===== src/design/cpuRegPkg.sv =====
`default_nettype none

package cpuRegPkg;

  localparam int RegRowCnt = 8; // Row 0 is the empty row

  typedef logic [63:0] regDataT;
  typedef logic [31:0] aluDataT;
  typedef logic [5:0] regIdxT;   // Slice code 5..3, row 2..0
  typedef logic [11:0] colRowT;  // R W H L columns, then one-hot row
  typedef logic [1:0] wwT;       // Byte, 16, 32, 64 bit
  typedef logic [$clog2(RegRowCnt)-1:0] rowIdxT;

  // Column patterns, bit 3 is bits 63..32, bit 0 is bits 7..0
  localparam logic [3:0] ColNone   = 4'b0000;
  localparam logic [3:0] ColAll    = 4'b1111;
  localparam logic [3:0] ColHigh32 = 4'b1000;
  localparam logic [3:0] ColLow32  = 4'b0111;
  localparam logic [3:0] ColHigh16 = 4'b0100; // Bits 31..16
  localparam logic [3:0] ColLow16  = 4'b0011;
  localparam logic [3:0] ColHigh8  = 4'b0010; // Bits 15..8
  localparam logic [3:0] ColLow8   = 4'b0001;

  function automatic wwT colWw(logic [3:0] col);
    case (col)
      ColAll: return 2'd3;
      ColHigh32, ColLow32: return 2'd2;
      ColHigh16, ColLow16: return 2'd1;
      default: return 2'd0;
    endcase
  endfunction

  // Sign bit of a value held at the given width
  function automatic logic signAt(aluDataT data, wwT ww);
    case (ww)
      2'd0: return data[7];
      2'd1: return data[15];
      default: return data[31];
    endcase
  endfunction

endpackage

`default_nettype wire


===== src/design/cpuAluPkg.sv =====
`default_nettype none

package cpuAluPkg;

  typedef logic [3:0] aluSelT; // One-hot operation selector
  typedef logic [3:0] flagsT;  // VNZC
  typedef logic [3:0] condT;

  localparam int FlagV = 3;
  localparam int FlagN = 2;
  localparam int FlagZ = 1;
  localparam int FlagC = 0;

  // Arithmetic selector bits, or is xor and and together
  localparam int AluAdd = 0;
  localparam int AluSub = 1;
  localparam int AluAnd = 2;
  localparam int AluXor = 3;

  // Shifter selector bits
  localparam int ShfShl = 0;
  localparam int ShfShr = 1;
  localparam int ShfRol = 2;
  localparam int ShfAsr = 3;

  // Bit manipulation selector bits, bit 3 unused
  localparam int BitBt  = 0;
  localparam int BitBtr = 1;
  localparam int BitBts = 2;

endpackage

`default_nettype wire


===== src/design/wrBusIf.sv =====
`timescale 1ns/1ps
`default_nettype none

interface wrBusIf;
  import cpuRegPkg::*;
  import cpuAluPkg::*;

  regDataT aluData;   // Already aligned to its column
  colRowT aluColRow;
  flagsT flagsData;
  logic flagsLoad;

  modport src (output aluData, aluColRow, flagsData, flagsLoad);
  modport dst (input aluData, aluColRow, flagsData, flagsLoad);

endinterface

`default_nettype wire


===== src/design/colRowDecoder.sv =====
`timescale 1ns/1ps
`default_nettype none

module colRowDecoder (
  input wire cpuRegPkg::regIdxT regIdx,
  output cpuRegPkg::colRowT colRow
);
  import cpuRegPkg::*;

  logic [3:0] col;
  logic [7:0] row;

  always_comb begin
    case (regIdx[5:3])
      3'd0: col = ColLow8;
      3'd1: col = ColHigh8;
      3'd2: col = ColLow16;
      3'd3: col = ColHigh16;
      3'd4: col = ColLow32;
      3'd5: col = ColHigh32;
      3'd6: col = ColAll;
      default: col = ColNone; // Slice code 7 selects nothing
    endcase
    row = 8'b1 << regIdx[2:0];
    row[0] = 1'b0; // Row 0 never holds a register
  end

  assign colRow = {col, row};

endmodule

`default_nettype wire


===== src/design/regTask.sv =====
`timescale 1ns/1ps
`default_nettype none

module regTask (
  input wire clkH,
  input wire rstN,
  wrBusIf.dst wrBus,
  input wire cpuRegPkg::colRowT extColRow,
  input wire cpuRegPkg::regDataT extData,
  input wire cpuRegPkg::rowIdxT rdRow,
  output cpuRegPkg::regDataT rows [1:cpuRegPkg::RegRowCnt-1],
  output cpuRegPkg::regDataT rdData,
  output cpuAluPkg::flagsT flags
);
  import cpuRegPkg::*;

  regDataT aluMask;
  regDataT extMask;
  regDataT rowNext [1:RegRowCnt-1];

  function automatic regDataT colMask(input logic [3:0] col);
    return {{32{col[3]}}, {16{col[2]}}, {8{col[1]}}, {8{col[0]}}};
  endfunction

  assign aluMask = colMask(wrBus.aluColRow[11:8]);
  assign extMask = colMask(extColRow[11:8]);

  always_comb begin
    for (int r = 1; r < RegRowCnt; r++) begin
      rowNext[r] = rows[r];
      if (wrBus.aluColRow[r])
        rowNext[r] = (rowNext[r] & ~aluMask) | (wrBus.aluData & aluMask);
      if (extColRow[r]) // External port wins on overlap
        rowNext[r] = (rowNext[r] & ~extMask) | (extData & extMask);
    end
  end

  always_ff @(posedge clkH or negedge rstN) begin
    if (!rstN) begin
      for (int r = 1; r < RegRowCnt; r++) begin
        rows[r] <= '0;
      end
      flags <= '0;
    end else begin
      for (int r = 1; r < RegRowCnt; r++) begin
        rows[r] <= rowNext[r];
      end
      if (wrBus.flagsLoad) begin
        flags <= wrBus.flagsData;
      end
    end
  end

  // Host read of a whole row, row 0 is empty
  always_comb begin
    rdData = '0;
    for (int r = 1; r < RegRowCnt; r++) begin
      if (rdRow == rowIdxT'(r)) rdData = rows[r];
    end
  end

endmodule

`default_nettype wire


===== src/design/operandMux.sv =====
`timescale 1ns/1ps
`default_nettype none

module operandMux (
  input wire cpuRegPkg::regDataT rows [1:cpuRegPkg::RegRowCnt-1],
  input wire cpuRegPkg::colRowT colRow,
  input wire cpuRegPkg::wwT ww,
  input wire signExt,
  input wire constSel,
  input wire cpuRegPkg::aluDataT constData,
  output cpuRegPkg::aluDataT operand
);
  import cpuRegPkg::*;

  regDataT rowData;
  aluDataT aligned;
  aluDataT raw;

  always_comb begin
    rowData = '0;
    for (int r = 1; r < RegRowCnt; r++) begin
      if (colRow[r]) rowData = rowData | rows[r]; // Row select is one-hot
    end
    // Slice down to bit 0
    case (colRow[11:8])
      ColAll, ColLow32: aligned = rowData[31:0];
      ColHigh32: aligned = rowData[63:32];
      ColHigh16: aligned = {16'h0, rowData[31:16]};
      ColLow16:  aligned = {16'h0, rowData[15:0]};
      ColHigh8:  aligned = {24'h0, rowData[15:8]};
      ColLow8:   aligned = {24'h0, rowData[7:0]};
      default:   aligned = '0;
    endcase
  end

  assign raw = constSel ? constData : aligned;

  always_comb begin
    case (ww)
      2'd0: operand = {{24{signExt & raw[7]}}, raw[7:0]};
      2'd1: operand = {{16{signExt & raw[15]}}, raw[15:0]};
      default: operand = raw; // 32 and 64 bit pass as is
    endcase
  end

endmodule

`default_nettype wire


===== src/design/aluArith.sv =====
`timescale 1ns/1ps
`default_nettype none

module aluArith (
  input wire cpuRegPkg::aluDataT dataS,
  input wire cpuRegPkg::aluDataT dataU,
  input wire cpuRegPkg::wwT wwS,
  input wire cpuRegPkg::wwT wwU,
  input wire cpuAluPkg::aluSelT oper,
  input wire [3:0] dstCol,
  output cpuRegPkg::aluDataT result,
  output cpuAluPkg::flagsT flagsData,
  output logic active
);
  import cpuRegPkg::*;
  import cpuAluPkg::*;

  aluDataT dataSA;
  logic [32:0] resAdd;
  logic isSub;
  logic isAddSub;
  logic signS, signU, signR;

  // Sub runs through the adder as U + ~S + 1
  assign isSub = oper[AluSub];
  assign isAddSub = oper[AluAdd] | oper[AluSub];
  assign dataSA = isSub ? ~dataS : dataS;
  assign resAdd = {1'b0, dataU} + {1'b0, dataSA} + 33'(isSub);
  assign active = |oper;

  assign result =
    (isAddSub ? resAdd[31:0] : '0) |
    (oper[AluXor] ? dataS ^ dataU : '0) |
    (oper[AluAnd] ? dataS & dataU : '0); // Both set gives or

  assign signS = signAt(dataSA, wwS);
  assign signU = signAt(dataU, wwU);
  assign signR = signAt(result, colWw(dstCol));

  always_comb begin
    flagsData = '0;
    if (active) begin
      flagsData[FlagV] = isAddSub & ~(signS ^ signU) & (signU ^ signR);
      flagsData[FlagN] = signR;
      flagsData[FlagZ] = (result == '0);
      flagsData[FlagC] = isAddSub & (isSub ^ resAdd[32]); // Borrow on sub
    end
  end

endmodule

`default_nettype wire


===== src/design/aluShift.sv =====
`timescale 1ns/1ps
`default_nettype none

module aluShift (
  input wire [4:0] amount,
  input wire cpuRegPkg::aluDataT dataU,
  input wire cpuAluPkg::aluSelT oper,
  input wire [3:0] dstCol,
  output cpuRegPkg::aluDataT result,
  output cpuAluPkg::flagsT flagsData,
  output logic active
);
  import cpuRegPkg::*;
  import cpuAluPkg::*;

  wwT dstWw;
  logic isRight;
  logic [4:0] rs;
  aluDataT rolLow;
  logic [64:0] word;           // High half, low half, guard bit
  logic [64:0] stage [0:5];
  logic carry, zero;

  assign dstWw = colWw(dstCol);
  assign isRight = oper[ShfShr] | oper[ShfAsr];
  assign active = |oper;
  // Left ops become a right shift by 32 - amount
  assign rs = isRight ? amount : 5'd0 - amount;

  always_comb begin
    case (dstWw)
      2'd0: rolLow = {dataU[7:0], 24'h0};
      2'd1: rolLow = {dataU[15:0], 16'h0};
      default: rolLow = dataU;
    endcase
    word = '0;
    if (oper[ShfShl]) word = {dataU, 33'h0};
    if (oper[ShfRol]) word = {dataU, rolLow, 1'b0};
    if (oper[ShfShr]) word = {32'h0, dataU, 1'b0};
    if (oper[ShfAsr]) word = {{32{dataU[31]}}, dataU, 1'b0};
  end

  assign stage[0] = word;
  for (genvar i = 0; i < 5; i++) begin : gStage
    assign stage[i+1] = rs[i] ? stage[i] >> (1 << i) : stage[i];
  end

  assign result = !active ? '0 : (amount == '0) ? dataU : stage[5][32:1];

  always_comb begin
    case (dstWw)
      2'd0: carry = stage[5][9];
      2'd1: carry = stage[5][17];
      default: carry = stage[5][33];
    endcase
    if (isRight) carry = stage[5][0]; // Guard bit holds the last bit out
    case (dstWw)
      2'd0: zero = (result[7:0] == '0);
      2'd1: zero = (result[15:0] == '0);
      default: zero = (result == '0);
    endcase
    flagsData = '0;
    if (active) begin
      flagsData[FlagN] = signAt(result, dstWw);
      flagsData[FlagZ] = zero;
      flagsData[FlagC] = carry & (amount != '0);
    end
  end

endmodule

`default_nettype wire


===== src/design/fastAlu.sv =====
`timescale 1ns/1ps
`default_nettype none

module fastAlu (
  input wire cpuRegPkg::aluDataT operandS,
  input wire cpuRegPkg::aluDataT operandU,
  input wire cpuRegPkg::wwT wwS,
  input wire cpuRegPkg::wwT wwU,
  input wire cpuAluPkg::aluSelT selA,
  input wire cpuAluPkg::aluSelT selS,
  input wire cpuAluPkg::aluSelT selT,
  input wire cpuRegPkg::colRowT dstColRow,
  input wire flagWr,
  wrBusIf.src wrBus
);
  import cpuRegPkg::*;
  import cpuAluPkg::*;

  aluDataT resA, resS, resT, resAll, bitMask;
  flagsT flagsA, flagsS, flagsB;
  logic activeA, activeS, activeT, anyActive;

  aluArith uAluArith (
    .dataS(operandS), .dataU(operandU), .wwS(wwS), .wwU(wwU), .oper(selA),
    .dstCol(dstColRow[11:8]), .result(resA), .flagsData(flagsA), .active(activeA)
  );

  aluShift uAluShift (
    .amount(operandS[4:0]), .dataU(operandU), .oper(selS), .dstCol(dstColRow[11:8]),
    .result(resS), .flagsData(flagsS), .active(activeS)
  );

  // ********************************************************************
  // Bit manipulation on U, bit index from S
  // ********************************************************************
  assign bitMask = aluDataT'(1) << operandS[4:0];
  assign activeT = |selT;
  assign resT =
    (selT[BitBts] ? operandU | bitMask : '0) |
    (selT[BitBtr] ? operandU & ~bitMask : '0) |
    (selT[BitBt] ? operandU : '0);
  assign flagsB = activeT ? flagsT'(|(operandU & bitMask)) << FlagC : '0; // Old bit into C

  assign resAll = resA | resS | resT;
  assign anyActive = activeA | activeS | activeT;

  always_comb begin
    case (dstColRow[11:8])
      ColAll, ColLow32: wrBus.aluData = {32'h0, resAll};
      ColHigh32: wrBus.aluData = {resAll, 32'h0};
      ColHigh16: wrBus.aluData = {32'h0, resAll[15:0], 16'h0};
      ColLow16:  wrBus.aluData = {48'h0, resAll[15:0]};
      ColHigh8:  wrBus.aluData = {48'h0, resAll[7:0], 8'h0};
      ColLow8:   wrBus.aluData = {56'h0, resAll[7:0]};
      default:   wrBus.aluData = '0;
    endcase
  end

  assign wrBus.aluColRow = anyActive ? dstColRow : '0;
  assign wrBus.flagsData = flagsA | flagsS | flagsB;
  assign wrBus.flagsLoad = flagWr & anyActive;

endmodule

`default_nettype wire


===== src/design/condAnalyzer.sv =====
`timescale 1ns/1ps
`default_nettype none

module condAnalyzer (
  input wire cpuAluPkg::condT cond,
  input wire cpuAluPkg::flagsT flagsIn,
  output logic jmpEn
);
  import cpuAluPkg::*;

  logic smaller;

  assign smaller = flagsIn[FlagN] ^ flagsIn[FlagV]; // Signed less than

  always_comb begin
    case (cond)
      4'h0: jmpEn = 1'b1;
      4'h1: jmpEn = flagsIn[FlagZ] | flagsIn[FlagC];   // Below or equal
      4'h2: jmpEn = flagsIn[FlagC];
      4'h3: jmpEn = ~flagsIn[FlagC];
      4'h4: jmpEn = flagsIn[FlagZ];
      4'h5: jmpEn = ~flagsIn[FlagZ];
      4'h6: jmpEn = ~flagsIn[FlagZ] & ~flagsIn[FlagC]; // Above
      4'h7: jmpEn = 1'b0;
      4'h8: jmpEn = ~flagsIn[FlagZ] & ~smaller;        // Greater
      4'h9: jmpEn = flagsIn[FlagZ] | ~smaller;
      4'hA: jmpEn = smaller;
      4'hB: jmpEn = flagsIn[FlagZ] | smaller;
      4'hC: jmpEn = flagsIn[FlagN];
      4'hD: jmpEn = flagsIn[FlagV];
      4'hE: jmpEn = ~flagsIn[FlagN];
      default: jmpEn = ~flagsIn[FlagV];
    endcase
  end

endmodule

`default_nettype wire


===== src/design/execCore.sv =====
`timescale 1ns/1ps
`default_nettype none

module execCore (
  input wire clkH,
  input wire rstN,
  input wire opStrobe,
  input wire cpuRegPkg::regIdxT opIdxS,
  input wire cpuRegPkg::regIdxT opIdxU,
  input wire cpuRegPkg::regIdxT opIdxR,
  input wire cpuRegPkg::aluDataT opConst,
  input wire opConstSel,
  input wire opSignExt,
  input wire cpuAluPkg::aluSelT opSelA,
  input wire cpuAluPkg::aluSelT opSelS,
  input wire cpuAluPkg::aluSelT opSelT,
  input wire opFlagWr,
  input wire regWrStrobe,
  input wire cpuRegPkg::regIdxT regWrIdx,
  input wire cpuRegPkg::regDataT regWrData,
  input wire [2:0] regRdRow,
  output cpuRegPkg::regDataT regRdData,
  output cpuAluPkg::flagsT flags,
  input wire cpuAluPkg::condT condCode,
  output logic jmpEn
);
  import cpuRegPkg::*;
  import cpuAluPkg::*;

  // ********************************************************************
  // Micro-op register
  // ********************************************************************
  regIdxT uopIdxS, uopIdxU, uopIdxR;
  aluDataT uopConst;
  logic uopConstSel, uopSignExt, uopFlagWr;
  aluSelT uopSelA, uopSelS, uopSelT;

  always_ff @(posedge clkH or negedge rstN) begin
    if (!rstN) begin
      uopIdxS <= '0;
      uopIdxU <= '0;
      uopIdxR <= '0;
      uopConst <= '0;
      uopConstSel <= 1'b0;
      uopSignExt <= 1'b0;
      uopSelA <= '0;
      uopSelS <= '0;
      uopSelT <= '0;
      uopFlagWr <= 1'b0;
    end else begin
      // No strobe loads a no-op
      uopIdxS <= opStrobe ? opIdxS : '0;
      uopIdxU <= opStrobe ? opIdxU : '0;
      uopIdxR <= opStrobe ? opIdxR : '0;
      uopConst <= opStrobe ? opConst : '0;
      uopConstSel <= opStrobe & opConstSel;
      uopSignExt <= opStrobe & opSignExt;
      uopSelA <= opStrobe ? opSelA : '0;
      uopSelS <= opStrobe ? opSelS : '0;
      uopSelT <= opStrobe ? opSelT : '0;
      uopFlagWr <= opStrobe & opFlagWr;
    end
  end

  colRowT colRowS, colRowU, colRowR, colRowWr;
  regIdxT wrIdxGated;
  regDataT rows [1:RegRowCnt-1];
  aluDataT operandS, operandU;
  wrBusIf wrBus ();

  assign wrIdxGated = regWrStrobe ? regWrIdx : '0; // Index 0 writes nothing

  colRowDecoder uColRowS (.regIdx(uopIdxS), .colRow(colRowS));
  colRowDecoder uColRowU (.regIdx(uopIdxU), .colRow(colRowU));
  colRowDecoder uColRowR (.regIdx(uopIdxR), .colRow(colRowR));
  colRowDecoder uColRowWr (.regIdx(wrIdxGated), .colRow(colRowWr));

  // Width field of S also sizes the constant
  operandMux uMuxS (
    .rows(rows), .colRow(colRowS), .ww(uopIdxS[5:4]), .signExt(uopSignExt),
    .constSel(uopConstSel), .constData(uopConst), .operand(operandS)
  );

  operandMux uMuxU (
    .rows(rows), .colRow(colRowU), .ww(uopIdxU[5:4]), .signExt(uopSignExt),
    .constSel(1'b0), .constData('0), .operand(operandU)
  );

  fastAlu uAluFast (
    .operandS(operandS), .operandU(operandU), .wwS(uopIdxS[5:4]), .wwU(uopIdxU[5:4]),
    .selA(uopSelA), .selS(uopSelS), .selT(uopSelT), .dstColRow(colRowR),
    .flagWr(uopFlagWr), .wrBus(wrBus.src)
  );

  regTask uRegTask (
    .clkH(clkH), .rstN(rstN), .wrBus(wrBus.dst), .extColRow(colRowWr),
    .extData(regWrData), .rdRow(regRdRow), .rows(rows), .rdData(regRdData),
    .flags(flags)
  );

  condAnalyzer uCond (.cond(condCode), .flagsIn(flags), .jmpEn(jmpEn));

endmodule

`default_nettype wire


===== config.mk =====
export PLATFORM = sky130hd
export DESIGN_NAME = execCore
export DESIGN_NICKNAME = d
export VERILOG_FILES = /design/src/design/cpuRegPkg.sv /design/src/design/cpuAluPkg.sv /design/src/design/wrBusIf.sv /design/src/design/colRowDecoder.sv /design/src/design/regTask.sv /design/src/design/operandMux.sv /design/src/design/aluArith.sv /design/src/design/aluShift.sv /design/src/design/fastAlu.sv /design/src/design/condAnalyzer.sv /design/src/design/execCore.sv
export SDC_FILE = /design/constraint.sdc
export NUM_CORES = 2
export LEC_CHECK = 0
export BUFFER_PORTS_ARGS = -buffer_cell sky130_fd_sc_hd__buf_2
export CAP_MARGIN = 20
export CORE_ASPECT_RATIO = 0.6
export CORE_MARGIN = 2
export CORE_UTILIZATION = 45
export DETAILED_ROUTE_END_ITERATION = 16
export REMOVE_ABC_BUFFERS = 1
export SYNTH_ARGS = -nofsm -noshare
export SYNTH_HDL_FRONTEND = slang
export SYNTH_SLANG_ARGS = --single-unit
export TNS_END_PERCENT = 100

===== constraint.sdc =====
create_clock -name clkH -period 8.25 [get_ports clkH]
set_input_delay 1.65 -clock clkH [delete_from_list [all_inputs] [get_ports clkH]]
set_output_delay 1.65 -clock clkH [all_outputs]
set_load 0.05 [all_outputs]

# Yosys cells after proc, flatten, opt, wreduce, memory -nomap -nowiden
# Cells that the tools add are included.
dict set report totals {
  output_inout_bits 69
  reg_bits 517
  input_bits 146
  wordCells 294
}
dict set report classes {
  muxes 86
  reduce_logical 23
  n_addsub 3
  bitwise_logic 90
  n_eq_ne 69
  n_shift 5
}
# operator n
set ops {}
lappend ops {{$mux 64} 36}
lappend ops {{$or 64x64->64} 26}
lappend ops {{$and 64x64->64} 16}
lappend ops {{$pmux 32 s6} 2}
lappend ops {{$pmux 64 s6} 1}
lappend ops {{$mux 32} 11}
lappend ops {{$mux 65} 4}
lappend ops {{$or 32x32->32} 7}
lappend ops {{$pmux 32 s2} 3}
lappend ops {{$not 64->64} 2}
lappend ops {{$pmux 4 s7} 4}
lappend ops {{$and 32x32->32} 3}
lappend ops {{$logic_not 32->1} 2}
lappend ops {{$not 32->32} 2}
lappend ops {{$mux 62} 1}
lappend ops {{$mux 58} 1}
lappend ops {{$eq 4x4->1 const B} 13}
lappend ops {{$mux 50} 1}
lappend ops {{$eq 3x3->1 const B} 16}
lappend ops {{$eq 4x3->1 const B} 10}
lappend ops {{$mux 34} 1}
lappend ops {{$add 32x32->33} 1}
lappend ops {{$add 33x1->33} 1}
lappend ops {{$eq 4x2->1 const B} 8}
lappend ops {{33 further kinds} 104}

# Logic depth before layout (Yosys ltp)
dict set report logic_depth {
  ltp_word 37
  depth_mapped 34
  depth_no_buf 26
}

# Modules after synthesis
# A second synthesis with hierarchy kept.
dict set report unflattened {
  cells_unflattened 5175
  hier_area_um2 44242.4
}
# mod seq_area_each_um2 area_each_um2 instances cells_each
set modules_own_cells {}
lappend modules_own_cells {regTask 11310.8 24353.4 1 2449}
lappend modules_own_cells {operandMux 0.0 3355.7 2 477}
lappend modules_own_cells {aluShift 0.0 4738.3 1 720}
lappend modules_own_cells {aluArith 0.0 3308.2 1 445}
lappend modules_own_cells {fastAlu 0.0 2379.8 1 369}
lappend modules_own_cells {execCore 1626.6 2147.1 1 144}
lappend modules_own_cells {colRowDecoder 0.0 110.1 4 17}
lappend modules_own_cells {condAnalyzer 0.0 163.9 1 26}

# Worst setup path after synthesis
# OpenSTA, ideal clock, no wires.
dict set report synth_path {
  kind {reg2reg}
  from {register uopIdxS[0]}
  to {register uRegTask.rows[19] in the netlist's numbering}
  t_arrival_ns 6.198
  path_stages_with_launch 30
  required_time_ns 8.132
  setup_ns 0.118
  path_slack_ns 1.934
  period_less_slack_ns 6.316
  n_path_buf 10
  cell_sequence {dfrtp_1 -> buf_6 -> buf_6 -> buf_6 -> buf_6 -> buf_6 -> buf_2 -> buf_2 -> buf_1 -> clkbuf_1 -> mux2_2 -> a221oi_1 -> nor3_1 -> a211oi_1 -> o21ai_0 -> xor2_1 -> ha_1 -> clkbuf_1 -> a21o_1 -> a21oi_1 -> nand2_1 -> a21oi_1 -> o211a_1 -> nor4_1 -> or4_1 -> a311o_1 -> a21o_1 -> a2bb2oi_2 -> a21oi_1 -> a21o_1}
}
# item line_no
set synth_rtl {}
lappend synth_rtl {{from (decl)} execCore.sv:33} ;# regIdxT uopIdxS, uopIdxU, uopIdxR;
lappend synth_rtl {{from (signal assigned)} execCore.sv:52} ;# uopIdxS <= opStrobe ? opIdxS : '0;
lappend synth_rtl {{to (signal, indexed assignment)} regTask.sv:46} ;# rows[r] <= rowNext[r];
lappend synth_rtl {{to (decl)} regTask.sv:11} ;# output cpuRegPkg::regDataT rows [1:cpuRegPkg::RegRowCnt-1],

==> results.yml <==
status:
  outcome: "complete, but fails checks"
  failed_checks: "setup timing"
critical_path:
  required_ns: 8.82
  start_kind: "register"
  worstPathArrival_ns: 8.84
  path_class: "reg2reg"
  endpoint_kind: "register"
  path_max_fanout: 45
final_layout:
  final_nets: 6063
  drive_above_1_share_pct: 19.02
  synthToLayoutAreaGrowth_pct: 12.62
  seq_area_um2: 12960
  multi_input_area_um2: 30940
  stdcell_area_um2: 52100
  finalNonFillerCells: 7248
  n_fill_cell: 9853
clock_network:
  cts_buffer_depth: 3
  cts.clk_slew.worst_paths_ns: 0.07
  clkLatencyLatePin_ns: 0.70
  clock-root-buffer: "clkbuf_16"
  clock-sinks: 517
  cts_max_level: 2
  cts_buffers: 55
  cts_tree: "yes"
  postCtsHoldBufs: 0
die:
  die_w_um: 417.9
  die_h_um: 252.4
  die_area_um2: 105500
  start_util_pct: 45.20
  fp.coreArea_um2: 102400
  rows: 91
  io_pins: 215
drt:
  final_antenna_net_count: 0
  num_vias: 53780
  drt_wl_total_um: 283500
  met3WireLength_um: 56820
  vias_per_cell: 7.420
  drt-met1-wl_um: 115500
  post-route-drc-count: 0
  dr.max_layer_used: "met5"
  met2_length_um: 99520
  wl_per_cell_um: 39.12
  drt_pass1_iterations: 9
  dr.first_iter.drc_count: 11350
timing:
  worst_slew_pin_slew_ns: 1.490
  post-route-min-period_ns: 8.267
  slew-limit-headroom_pct: 0.6887
  finalSetupTns_ns: -0.02024
  fin_skew_ns: 0.03810
  rsz0062_at_grt: "false"
  timing.fmax_mhz: 121.0
  timing.final.ws_setup_ns: -0.01713
  fin_crit_sh_pct: 100.2
  drv_slew: 0
  final_hold_viol_count: 0
  finalSetupViolations: 2
  hold_slack_ns: 0.5939
global_route:
  gr-total-overflow: 0
  grt_pass1_wl_um: 388700
  antenna_found_initial: 27
  grt_usage_pct: 51.93
  grt_max_degree: 169
  grt_pass1_vias: 47720
power:
  vdd_ir_drop_max_mv: 0.1930
  p_per_area_nw_per_um2: 295.4
  power.leakage_nw: 21.40
synth:
  ys.flop_type: "dfrtp_1"
  synth_warnings: 0
  synth.area.top_cells: "dfrtp_1 (28%), mux2i_1 (8.1%), nand2_1 (6.0%), a21oi_1 (4.7%), o21ai_0 (4.4%)"
  synthMostInstantiatedCell: "nand2_1"
  netlist.area_leader.share_pct: 27.96
  ys_ff_latch: 517
  yosys.area.top_type: "dfrtp_1"
  synthTopCellsByCount: "nand2_1 (740), dfrtp_1 (517), nor2_1 (457)"
  syn_inst: 5677
  ys_async_sr_fraction_pct: 100.0
  synth_edf_count: 0
  yosysUniqueCellTypes: 136
  netlist_area_um2: 46260
  seq_area_frac_synth_pct: 27.96
  avgSynthCellArea_um2: 8.149
placement:
  gp_congestion: 1.145
  postPlaceCellArea_um2: 50090
  port_buffers: 214
  place_ws_ns: 0.4357
  dp_hpwl_um: 210700
  dp_cells: 7124
flow_run:
  cap_violations: 0
min_path:
  hold_path.class: "reg2reg"
[critical path, cell delays in order, from the launching register on]
cell and delay [ns]:
dfrtp_4 0.61, buf_12 0.34, nand2b_1 0.27, nor2_2 0.06, buf_4 0.19, a22oi_1 0.18, nand2_1 0.29, o31ai_1 0.39
nor2_1 0.08, a211oi_1 0.89, o21ai_0 0.20, buf_4 0.22, xor2_1 0.15, ha_1 0.33, o2111ai_1 0.17, a211oi_1 0.39
buf_4 0.19, a21oi_1 0.08, o211a_1 0.27, buf_4 0.14, nor4_1 0.50, o31ai_1 0.27, a311o_1 0.62, a21o_1 0.49
a2bb2oi_2 0.31, buf_12 0.16, a21oi_1 0.07, a21o_1 0.19
[worst paths after layout]
kind	to	from	slack [ns]	cells past startpoint
max in group asynchronous	uopIdxU[0]$_DFF_PN0_	rstN	5.72	2
worst max register to register	uRegTask.rows[19]$_DFF_PN0_	uopIdxS[0]$_DFF_PN0_	-0.02	27
min in group asynchronous	uRegTask.rows[325]$_DFF_PN0_	rstN	0.94	1
worst min register to register	uRegTask.rows[442]$_DFF_PN0_	uRegTask.rows[442]$_DFF_PN0_	0.59	2
worst min-delay path	uRegTask.rows[442]$_DFF_PN0_	uRegTask.rows[442]$_DFF_PN0_	0.59	2
worst max-delay path	uRegTask.rows[19]$_DFF_PN0_	uopIdxS[0]$_DFF_PN0_	-0.02	27
[where the power goes]
group | total (mW) | internal, mW | switching (mW) | leakage (nW)
Sequential | 4.49 | 3.27 | 1.21 | 6.09
Clock | 2.69 | 1.48 | 1.21 | 0.896
Combinational | 8.21 | 2.77 | 5.44 | 14.4
Total | 15.4 | 7.52 | 7.87 | 21.4
[metrics by stage]
stage | total power [mW] | util, %
floorplan | 8.107 | -
global placement | 11.93 | 48.90
detailed placement | 11.94 | 48.94
CTS | 14.62 | 50.74
global route | 15.59 | 50.87
finish | 15.39 | 50.90
[final cells by class]
class | count | area share [%]
diodes | 12 | 0.05764
clock inverters | 19 | 0.5235
inverters | 53 | 0.3818
clock buffers | 80 | 3.014
repair buffers | 610 | 8.530
multi-input cells | 4609 | 59.38
well taps | 1348 | 3.237
flip-flops and latches | 517 | 24.88
[sequential cells by signal, indices dropped and copies added, names as in the netlist, 4 cells and up]
signal and flops:
uopSelS 4, uopSelA 4, uopIdxR 6, uRegTask.flags 4, uopSelT 4, uopIdxS 6
uopConst 32, uRegTask.rows 448, uopIdxU 6
[kinds of logic after synthesis]
family,after synthesis,share of synthesized area [%]
AO/OA/AOI/OAI,2127,31.50
AND/OR/NAND/NOR,1753,17.23
multiplexers,604,14.72
buffers and inverters,551,5.571
flip-flops,517,27.96
adder cells (fa/ha/maj),71,1.936
XOR/XNOR,54,1.079
[per-layer routing]
metal  GRT usage [%]  up-vias
li1                -    21710
met1           73.21    26240
met2           62.93     5050
met3           32.63      740
met4           14.82       39
met5           2.519        -
[layout by cell type (no fill, tap or decap), types with 32 or more instances in the layout]
cell type    n
a221oi_1   152
buf_2      210
mux2i_1    376
nand4_1     34
buf_4      363
mux2_2     163
a21o_1     168
nor2_1     431
o22ai_1     93
xor2_1      36
mux4_2      39
nand3_1    112
and2_1      99
a31oi_1    116
clkbuf_16   55
o21ai_0    408
a211oi_1    67
o21ai_1    114
o211ai_1    56
nand2_1    738
dfrtp_1    509
nor3_1      78
ha_1        70
inv_1       44
nor2b_1     32
a22oi_1     95
a21oi_1    430
[what timing repair did]
| item | in CTS | in global routing |
|---|---|---|
| buffers inserted | 0 | 0 |
| setup endpoints to repair | 0 | 26 |
| resized for setup | 0 | 2 |
Note: power is estimated with default switching activity, not from simulation.
